--- src/design/fetch_pkg.sv ---
package fetch_pkg;

    localparam int XLEN = 32;
    localparam logic [XLEN-1:0] FETCH_RESET_PC = 32'h1eceb000;

    // backing memory and cache geometry
    localparam int BMEM_DATA_W    = 64;
    localparam int LINE_W         = 256;
    localparam int BEATS_PER_LINE = 4;
    localparam int BEAT_IDX_W     = $clog2(BEATS_PER_LINE);
    localparam int ICACHE_SETS    = 8;
    localparam int IDX_W          = $clog2(ICACHE_SETS);
    localparam int OFS_W          = $clog2(LINE_W / 8);   // byte offset in a line
    localparam int WORD_IDX_W     = OFS_W - 2;
    localparam int TAG_W          = XLEN - IDX_W - OFS_W;

    localparam int FETCHQ_DEPTH = 8;
    localparam int FQ_PTR_W     = $clog2(FETCHQ_DEPTH);

    typedef struct packed {
        logic [XLEN-1:0] pc;
        logic [XLEN-1:0] inst;
    } fetch_entry_t;

    typedef struct packed {
        logic [XLEN-1:0] addr;
        logic            valid;
    } fetch_req_t;

    typedef struct packed {
        logic [XLEN-1:0] inst;
        logic            valid;
    } fetch_rsp_t;

    typedef struct packed {
        logic [LINE_W-1:0] line;
        logic              valid;
    } line_fill_t;

endpackage

--- src/design/fetch_ctrl.sv ---
`timescale 1ns/10ps

module fetch_ctrl (
    input  logic                          clk,
    input  logic                          rst,

    input  logic                          redirect_valid_i,
    input  logic [fetch_pkg::XLEN-1:0]    redirect_pc_i,
    input  logic                          queue_full_i,

    input  fetch_pkg::fetch_rsp_t         rsp_i,
    output fetch_pkg::fetch_req_t         req_o,

    output logic                          push_o,
    output fetch_pkg::fetch_entry_t       push_entry_o,
    output logic                          flush_o
);

    logic [fetch_pkg::XLEN-1:0] pc;
    logic                       outstanding;   // one request in the icache
    logic                       stale;         // its answer belongs to the old path
    logic                       issue;
    logic                       rsp_take;

    // no new request while one is in flight, the queue is full or a redirect lands
    assign issue    = !outstanding && !queue_full_i && !redirect_valid_i;
    assign rsp_take = rsp_i.valid && outstanding;

    assign req_o.valid = issue;
    assign req_o.addr  = pc;

    assign push_o            = rsp_take && !stale && !redirect_valid_i;
    assign push_entry_o.pc   = pc;
    assign push_entry_o.inst = rsp_i.inst;

    assign flush_o = redirect_valid_i;

    always_ff @(posedge clk) begin
        if (rst) begin
            pc          <= fetch_pkg::FETCH_RESET_PC;
            outstanding <= 1'b0;
            stale       <= 1'b0;
        end else begin
            if (redirect_valid_i) begin
                pc <= redirect_pc_i;
            end else if (push_o) begin
                pc <= pc + fetch_pkg::XLEN'(4);
            end

            if (issue) begin
                outstanding <= 1'b1;
            end else if (rsp_take) begin
                outstanding <= 1'b0;
            end

            // a response in the redirect cycle is simply dropped
            if (redirect_valid_i) begin
                stale <= outstanding && !rsp_take;
            end else if (rsp_take) begin
                stale <= 1'b0;
            end
        end
    end

endmodule

--- src/design/icache.sv ---
`timescale 1ns/10ps

module icache (
    input  logic                          clk,
    input  logic                          rst,

    input  fetch_pkg::fetch_req_t         req_i,
    output fetch_pkg::fetch_rsp_t         rsp_o,

    output logic [fetch_pkg::XLEN-1:0]    bmem_addr_o,
    output logic                          bmem_read_o,
    input  logic                          bmem_ready_i,

    input  fetch_pkg::line_fill_t         fill_i
);

    typedef enum logic [1:0] {
        ST_IDLE,
        ST_LOOKUP,
        ST_REQUEST,
        ST_WAIT_FILL
    } state_t;

    state_t state;
    state_t state_next;

    logic [fetch_pkg::TAG_W-1:0]       tag_arr [fetch_pkg::ICACHE_SETS];
    logic [fetch_pkg::LINE_W-1:0]      data_arr [fetch_pkg::ICACHE_SETS];
    logic [fetch_pkg::ICACHE_SETS-1:0] valid_arr;

    logic [fetch_pkg::XLEN-1:0]        req_addr;
    logic [fetch_pkg::TAG_W-1:0]       req_tag;
    logic [fetch_pkg::IDX_W-1:0]       req_idx;
    logic [fetch_pkg::WORD_IDX_W-1:0]  req_word;
    logic                              hit;
    logic                              accept;
    logic                              fill_done;

    assign req_tag  = req_addr[fetch_pkg::XLEN-1 -: fetch_pkg::TAG_W];
    assign req_idx  = req_addr[fetch_pkg::OFS_W +: fetch_pkg::IDX_W];
    assign req_word = req_addr[2 +: fetch_pkg::WORD_IDX_W];

    assign hit       = valid_arr[req_idx] && (tag_arr[req_idx] == req_tag);
    assign accept    = (state == ST_IDLE) && req_i.valid;
    assign fill_done = (state == ST_WAIT_FILL) && fill_i.valid;

    assign rsp_o.valid = (state == ST_LOOKUP) && hit;
    assign rsp_o.inst  = data_arr[req_idx][req_word * fetch_pkg::XLEN +: fetch_pkg::XLEN];

    // line aligned refill address
    assign bmem_addr_o = {req_tag, req_idx, {fetch_pkg::OFS_W{1'b0}}};
    assign bmem_read_o = (state == ST_REQUEST) && bmem_ready_i;

    always_comb begin
        state_next = state;
        unique case (state)
            ST_IDLE: begin
                if (req_i.valid) begin
                    state_next = ST_LOOKUP;
                end
            end
            ST_LOOKUP: begin
                state_next = hit ? ST_IDLE : ST_REQUEST;
            end
            ST_REQUEST: begin
                if (bmem_ready_i) begin
                    state_next = ST_WAIT_FILL;
                end
            end
            ST_WAIT_FILL: begin
                // installed line is looked up again and answered next cycle
                if (fill_i.valid) begin
                    state_next = ST_LOOKUP;
                end
            end
            default: begin
                state_next = ST_IDLE;
            end
        endcase
    end

    always_ff @(posedge clk) begin
        if (rst) begin
            state     <= ST_IDLE;
            valid_arr <= '0;
        end else begin
            state <= state_next;
            if (fill_done) begin
                valid_arr[req_idx] <= 1'b1;
            end
        end
    end

    always_ff @(posedge clk) begin
        if (accept) begin
            req_addr <= req_i.addr;
        end
        if (fill_done) begin
            tag_arr[req_idx]  <= req_tag;
            data_arr[req_idx] <= fill_i.line;
        end
    end

endmodule

--- src/design/cacheline_adapter.sv ---
`timescale 1ns/10ps

module cacheline_adapter (
    input  logic                                clk,
    input  logic                                rst,

    input  logic [fetch_pkg::BMEM_DATA_W-1:0]   bmem_rdata_i,
    input  logic                                bmem_rvalid_i,

    output fetch_pkg::line_fill_t               fill_o
);

    logic [fetch_pkg::BEAT_IDX_W-1:0] beat_cnt;
    logic [fetch_pkg::LINE_W-1:0]     line_buf;
    logic                             fill_valid;
    logic                             last_beat;

    assign last_beat = bmem_rvalid_i &&
                       (beat_cnt == fetch_pkg::BEAT_IDX_W'(fetch_pkg::BEATS_PER_LINE - 1));

    assign fill_o.line  = line_buf;
    assign fill_o.valid = fill_valid;

    always_ff @(posedge clk) begin
        if (rst) begin
            beat_cnt   <= '0;
            fill_valid <= 1'b0;
        end else begin
            fill_valid <= last_beat;       // one cycle after the fourth beat
            if (bmem_rvalid_i) begin
                beat_cnt <= beat_cnt + 1'b1;   // wraps back to 0 after the last beat
            end
        end
    end

    // lowest beat lands in the low bits
    always_ff @(posedge clk) begin
        if (bmem_rvalid_i) begin
            line_buf[beat_cnt * fetch_pkg::BMEM_DATA_W +: fetch_pkg::BMEM_DATA_W] <= bmem_rdata_i;
        end
    end

endmodule

--- src/design/fetch_queue.sv ---
`timescale 1ns/10ps

module fetch_queue (
    input  logic                       clk,
    input  logic                       rst,
    input  logic                       flush_i,

    input  logic                       push_i,
    input  fetch_pkg::fetch_entry_t    push_data_i,

    input  logic                       pop_i,
    output fetch_pkg::fetch_entry_t    pop_data_o,

    output logic                       full_o,
    output logic                       empty_o
);

    // extra msb tells full from empty
    logic [fetch_pkg::FQ_PTR_W:0] wr_ptr;
    logic [fetch_pkg::FQ_PTR_W:0] rd_ptr;

    fetch_pkg::fetch_entry_t      mem [fetch_pkg::FETCHQ_DEPTH];

    logic                         do_push;
    logic                         do_pop;

    assign empty_o = (wr_ptr == rd_ptr);
    assign full_o  = (wr_ptr[fetch_pkg::FQ_PTR_W] != rd_ptr[fetch_pkg::FQ_PTR_W]) &&
                     (wr_ptr[fetch_pkg::FQ_PTR_W-1:0] == rd_ptr[fetch_pkg::FQ_PTR_W-1:0]);

    assign do_push = push_i && !full_o;
    assign do_pop  = pop_i && !empty_o;

    assign pop_data_o = mem[rd_ptr[fetch_pkg::FQ_PTR_W-1:0]];

    always_ff @(posedge clk) begin
        if (rst || flush_i) begin
            wr_ptr <= '0;
            rd_ptr <= '0;
        end else begin
            if (do_push) begin
                wr_ptr <= wr_ptr + 1'b1;
            end
            if (do_pop) begin
                rd_ptr <= rd_ptr + 1'b1;
            end
        end
    end

    always_ff @(posedge clk) begin
        if (do_push) begin
            mem[wr_ptr[fetch_pkg::FQ_PTR_W-1:0]] <= push_data_i;
        end
    end

endmodule

--- src/design/fetch_top.sv ---
`timescale 1ns/10ps

module fetch_top (
    input  logic                                clk,
    input  logic                                rst,

    output logic [fetch_pkg::XLEN-1:0]          bmem_addr_o,
    output logic                                bmem_read_o,
    input  logic                                bmem_ready_i,

    input  logic [fetch_pkg::XLEN-1:0]          bmem_raddr_i,   // beats come in order, not needed
    input  logic [fetch_pkg::BMEM_DATA_W-1:0]   bmem_rdata_i,
    input  logic                                bmem_rvalid_i,

    input  logic                                redirect_valid_i,
    input  logic [fetch_pkg::XLEN-1:0]          redirect_pc_i,

    output logic                                fetch_valid_o,
    output fetch_pkg::fetch_entry_t             fetch_entry_o,
    input  logic                                fetch_ready_i
);

    fetch_pkg::fetch_req_t   req;
    fetch_pkg::fetch_rsp_t   rsp;
    fetch_pkg::line_fill_t   fill;
    fetch_pkg::fetch_entry_t push_entry;

    logic push;
    logic flush;
    logic q_full;
    logic q_empty;
    logic pop;

    assign fetch_valid_o = !q_empty;
    assign pop           = fetch_valid_o && fetch_ready_i;

    fetch_ctrl u_fetch_ctrl (
        .clk              (clk),
        .rst              (rst),
        .redirect_valid_i (redirect_valid_i),
        .redirect_pc_i    (redirect_pc_i),
        .queue_full_i     (q_full),
        .rsp_i            (rsp),
        .req_o            (req),
        .push_o           (push),
        .push_entry_o     (push_entry),
        .flush_o          (flush)
    );

    icache u_icache (
        .clk          (clk),
        .rst          (rst),
        .req_i        (req),
        .rsp_o        (rsp),
        .bmem_addr_o  (bmem_addr_o),
        .bmem_read_o  (bmem_read_o),
        .bmem_ready_i (bmem_ready_i),
        .fill_i       (fill)
    );

    cacheline_adapter u_cacheline_adapter (
        .clk           (clk),
        .rst           (rst),
        .bmem_rdata_i  (bmem_rdata_i),
        .bmem_rvalid_i (bmem_rvalid_i),
        .fill_o        (fill)
    );

    fetch_queue u_fetch_queue (
        .clk         (clk),
        .rst         (rst),
        .flush_i     (flush),
        .push_i      (push),
        .push_data_i (push_entry),
        .pop_i       (pop),
        .pop_data_o  (fetch_entry_o),
        .full_o      (q_full),
        .empty_o     (q_empty)
    );

endmodule

--- config.mk ---
export PLATFORM = sky130hd
export DESIGN_NAME = fetch_top
export DESIGN_NICKNAME = d
export VERILOG_FILES = /design/src/design/fetch_pkg.sv /design/src/design/fetch_ctrl.sv /design/src/design/icache.sv /design/src/design/cacheline_adapter.sv /design/src/design/fetch_queue.sv /design/src/design/fetch_top.sv
export SDC_FILE = /design/constraint.sdc
export NUM_CORES = 2
export LEC_CHECK = 0
export BUFFER_PORTS_ARGS = -buffer_cell sky130_fd_sc_hd__buf_4
export CELL_PAD_IN_SITES_DETAIL_PLACEMENT = 1
export CELL_PAD_IN_SITES_GLOBAL_PLACEMENT = 2
export CORE_MARGIN = 1.5
export CORE_UTILIZATION = 51
export DETAILED_ROUTE_END_ITERATION = 6
export PLACE_DENSITY = 0.82
export REMOVE_ABC_BUFFERS = 1
export SYNTH_ARGS = -nofsm -noshare
export SYNTH_HDL_FRONTEND = slang
export SYNTH_SLANG_ARGS = --single-unit
--- constraint.sdc ---
create_clock -name clk -period 23.2 [get_ports clk]
set_clock_uncertainty 0.05 [all_clocks]
set_input_delay 0 -clock clk [delete_from_list [all_inputs] [get_ports clk]]
set_output_delay 0 -clock clk [all_outputs]
set_load 0.03 [all_outputs]
==> key figures <==
Global route
  – Met3 GRT Util: 4.68%
  – Largest net degree at the start of global routing: 139
  – Met2 Use GR: 40.7%
  – Initial antenna violation count: 33
  – Top Usage Layer GRT: met2
  – Total gr overflow: 0
  – Number of global-route vias before repair: 59.7k
  – Met1 usage: 33.6%
  – First-pass GRT wire length: 418 mm
  – GRT Total Usage: between 20% and 30%

Min path
  – Hold/Removal Path Class: in -> reg
  – Cell count of the worst hold path: 4

Critical path
  – Worst EP required: around 24 ns
  – Critical path class: reg -> reg
  – Crit-path max cell delay: 1.02 ns
  – Most frequent cell on the critical path: buf_4
  – Worst r2r path cells: 12
  – CP Launch Type: flip-flop
  – Crit-path slowest cell: nor3b_2
  – Crit Path Max Fanout: between 40 and 50
  – CP top delay family: simple AND/OR/NAND/NOR gates
  – Critical Path Sink Type: flip-flop
  – Buffers plus inverters on the worst setup path: 4
  – Crit path depth: 12
  – Worst Path Arrival: between 7 and 8 ns
  – Crit-path cells: buf_4 > mux4_1 > mux2i_1 > xor2_1 > o211ai_1 > nor4_1 > nor4b_1 > buf_4 > nand3b_1 > nor3b_2 > buf_4 > buf_4

Final layout
  – Final net count: 5744
  – Commonest non-fill, non-tap cell in the layout: edfxtp_1
  – Most frequent cells in the layout: 3038 x edfxtp_1, 816 x mux4_2, 328 x clkbuf_16
  – P&R area growth vs syn: 14.1%
  – Reg area: approximately 0.09 mm²
  – Post-Layout Cell Count: 8864
  – Layout cell share with drive strength beyond 1: 28.8%
  – Multi-input logic area: approximately 0.025 mm²
  – # fillers: 18.9k

Synth
  – #FFs+latches synth: 3099
  – Syn Inst Count: about 5.0k
  – Part of the Yosys area used for sequential elements: between 70% and 80%
  – Ys flop type: edfxtp_1
  – Yosys warnings: 0
  – Synth Cell Area: 0.118 mm²
  – FFs w/ async S/R, synth: 0%
  – Synth unique cells: 72
  – Syn_area_per_cell: around 23 µm²
  – Number of synthesized flops with an enable pin: 3038

Route
  – # DRC: 0
  – Avg WL per Cell: 32.3 µm
  – Post-route ant nets: 0
  – First drt pass iteration count: 5
  – Via density: roughly 6.2
  – DR iter-0 viols: 5447
  – Via count: 55.2k
  – Final wirelength: 286 mm

Power and ir drop
  – Clock power share: 38.2%
  – Internal power: 9.71 mW
  – Leakage: around 42 nW
  – Sequential share of power: 50.6%
  – P per Cell Area: 93.2 mW/mm²
  – Peak VDD IR: roughly 0.087 mV
  – Logic pwr share: about 11%
  – Switching power: 2.88 mW
  – Sw frac: between 20% and 30%

Place
  – Placed Cells: 8086
  – Dpl ws: 15.73 ns
  – Routability cong.: 0.743
  – DP Wirelength: around 150 mm
  – Port Buffer Count: 194

STA
  – Max_slew headroom: between 20% and 30%
  – Slew @ Worst Pin: 1.18 ns
  – RSZ-0062 raised after global routing: no
  – Final hold vios: 0
  – Slew Viols, Final: 0
  – Final worst path period share: 31.7%
  – F_max: around 140 MHz
  – Final setup fails: 0
  – Final WS setup: ~16 ns
  – Minimum clock period: 7.35 ns

Clock tree
  – Clk_lat worst skew: 0.95 ns
  – Depth of the CTS H-tree: 5
  – Cts bufs inserted: ~320
  – Cts repair resizes: 0
  – CTS Buffer Depth: 4
  – Clock sink count: 3099
  – # Post-CTS Setup Buffers: 0
  – CTS tree: done
  – Clock slew at reported path FFs: 0.06 ns
  – Clock root buffer: clkbuf_16

Floorplanning
  – Die W: 485 µm
  – Chip height: 485 µm
  – IO Pins: 232
  – Die area: 0.235 mm²
  – Core ar.: 0.230 mm²
  – Initial cell density of the core: about half
  – Site Rows: 176

Outcome
  – Outcome: finished, final reports clean

Run
  – Max-Cap Viols: 0
[routing by layer]
layer | up-vias | part of all wire (%)
met3 | 511 | 7.5
li1 | 22400 | -
met2 | 2338 | 50
met1 | 30000 | 39
met5 | - | 0.050
met4 | 24 | 2.9
[layout make-up]
type	instances	area share, %
clock buffer	385	6.26
tap	3026	2.80
multi-input combinational	1632	18.2
antenna	8	0.0148
sequential	3099	68.4
clock inverter	172	0.894
inverter	23	0.0639
timing repair buffer	519	3.38
[synth_stat cells (3+ instances only)]
| library cell | n | area share (%) |
|---|---|---|
| edfxtp_1 | 3038 | 77 |
| mux4_2 | 816 | 16 |
| and2_1 | 267 | 1.4 |
| clkbuf_1 | 146 | 0.46 |
| mux2i_1 | 77 | 0.65 |
| mux2_2 | 69 | 0.66 |
| dfxtp_1 | 61 | 1.0 |
| nor2_1 | 59 | 0.19 |
| buf_1 | 48 | 0.15 |
| buf_2 | 41 | 0.17 |
| nor3_1 | 39 | 0.16 |
| nand2_1 | 37 | 0.12 |
| buf_4 | 36 | 0.23 |
| inv_1 | 23 | 0.073 |
| nand3_1 | 21 | 0.089 |
| nor3b_1 | 20 | 0.13 |
| a22oi_1 | 16 | 0.10 |
| xor2_1 | 14 | 0.10 |
| and3_1 | 13 | 0.069 |
| ha_1 | 13 | 0.14 |
| a2111oi_0 | 11 | 0.081 |
| a21oi_1 | 11 | 0.047 |
| a311oi_1 | 10 | 0.074 |
| a211oi_1 | 9 | 0.057 |
| buf_6 | 9 | 0.086 |
| and4_2 | 8 | 0.068 |
| clkbuf_8 | 8 | 0.093 |
| nor4_1 | 8 | 0.042 |
| o21ai_0 | 8 | 0.034 |
| xnor2_1 | 8 | 0.059 |
| and3_2 | 7 | 0.044 |
| nor2b_1 | 7 | 0.037 |
| a2111oi_2 | 6 | 0.076 |
| a22o_1 | 6 | 0.044 |
| mux4_1 | 5 | 0.11 |
| nand4_1 | 5 | 0.026 |
| nand3b_1 | 4 | 0.025 |
| a211o_1 | 3 | 0.022 |
| a21bo_2 | 3 | 0.025 |
| nand2b_1 | 3 | 0.016 |
| nor4_2 | 3 | 0.032 |
| o211ai_1 | 3 | 0.019 |
| or2_2 | 3 | 0.016 |
[sequential cells by signal, indices dropped and copies added, names as in the netlist, named ones only]
register and cells:
u_icache.data_arr 2048, u_icache.state 2, u_icache.req_addr 30, u_fetch_queue.mem 512, u_cacheline_adapter.beat_cnt 2, u_icache.valid_arr 8
u_fetch_ctrl.stale 1, u_icache.tag_arr 192, u_cacheline_adapter.fill_valid 1, u_cacheline_adapter.line_buf 256, u_fetch_queue.wr_ptr 4, u_fetch_queue.rd_ptr 4
u_fetch_ctrl.pc 32, u_fetch_ctrl.outstanding 1
[tightest hold or removal path: stages]
cell	delay, ns
dlygate4sd3_1	0.53
buf_4	0.14
nor3_1	0.20
a311oi_1	0.09
[repair_timing]
item                                    in CTS  in global routing
hold buffers                               212                  0
endpoints found under the setup margin       0                  0
endpoints found under the hold margin      449                  0
[path summary, 6_finish.rpt]
| check | from | end | slack [ns] |
|---|---|---|---|
| setup reg to reg | flip-flop | u_fetch_queue.mem[4][17] | 15.85 |
| hold reg to reg | u_icache.valid_arr[4] | u_icache.valid_arr[4] | 0.42 |
| hold / removal | redirect_pc_i[28] | u_fetch_ctrl.pc[28] | 0.06 |
| setup / recovery | flip-flop | u_fetch_queue.mem[4][17] | 15.85 |
[power groups by stage]
stage          Combinational, mW  Clock, mW  Sequential [mW]
3_3_place_gp                1.35          0             6.47
5_1_grt                     1.49       5.06             6.38
2_1_floorplan               1.65          0             6.64
3_5_place_dp                1.39          0             6.49
4_1_cts                     1.43       4.89             6.37
6_report                    1.41       4.81             6.37
[cell families after synthesis]
group | Yosys count | share of synthesized area [%]
and+or+nand+nor | 516 | 2.57
AOI/OAI and AO/OA | 109 | 0.787
buffers and inverters | 314 | 1.31
other | 1 | 0.00317
xor gates and xnor gates | 22 | 0.163
DFF | 3099 | 78.1
adders and majority gates | 13 | 0.137
muxes | 967 | 16.9
[per-stage QoR]
stage               util [%]  hold WS, ns  cell area [µm²]  setup TNS, ns  total power [mW]
global placement        53.5        0.175           123000              0              7.82
CTS                     58.6     0.000858           135000              0              12.7
detailed placement      53.5        0.176           123000              0              7.87
finish                  58.7       0.0637           135000              0              12.6
floorplan                  -       0.0143           117000       -4024.31              8.29
global route            58.7       0.0383           135000              0              12.9
No activity file was read; power rests on OpenSTA's default activity.
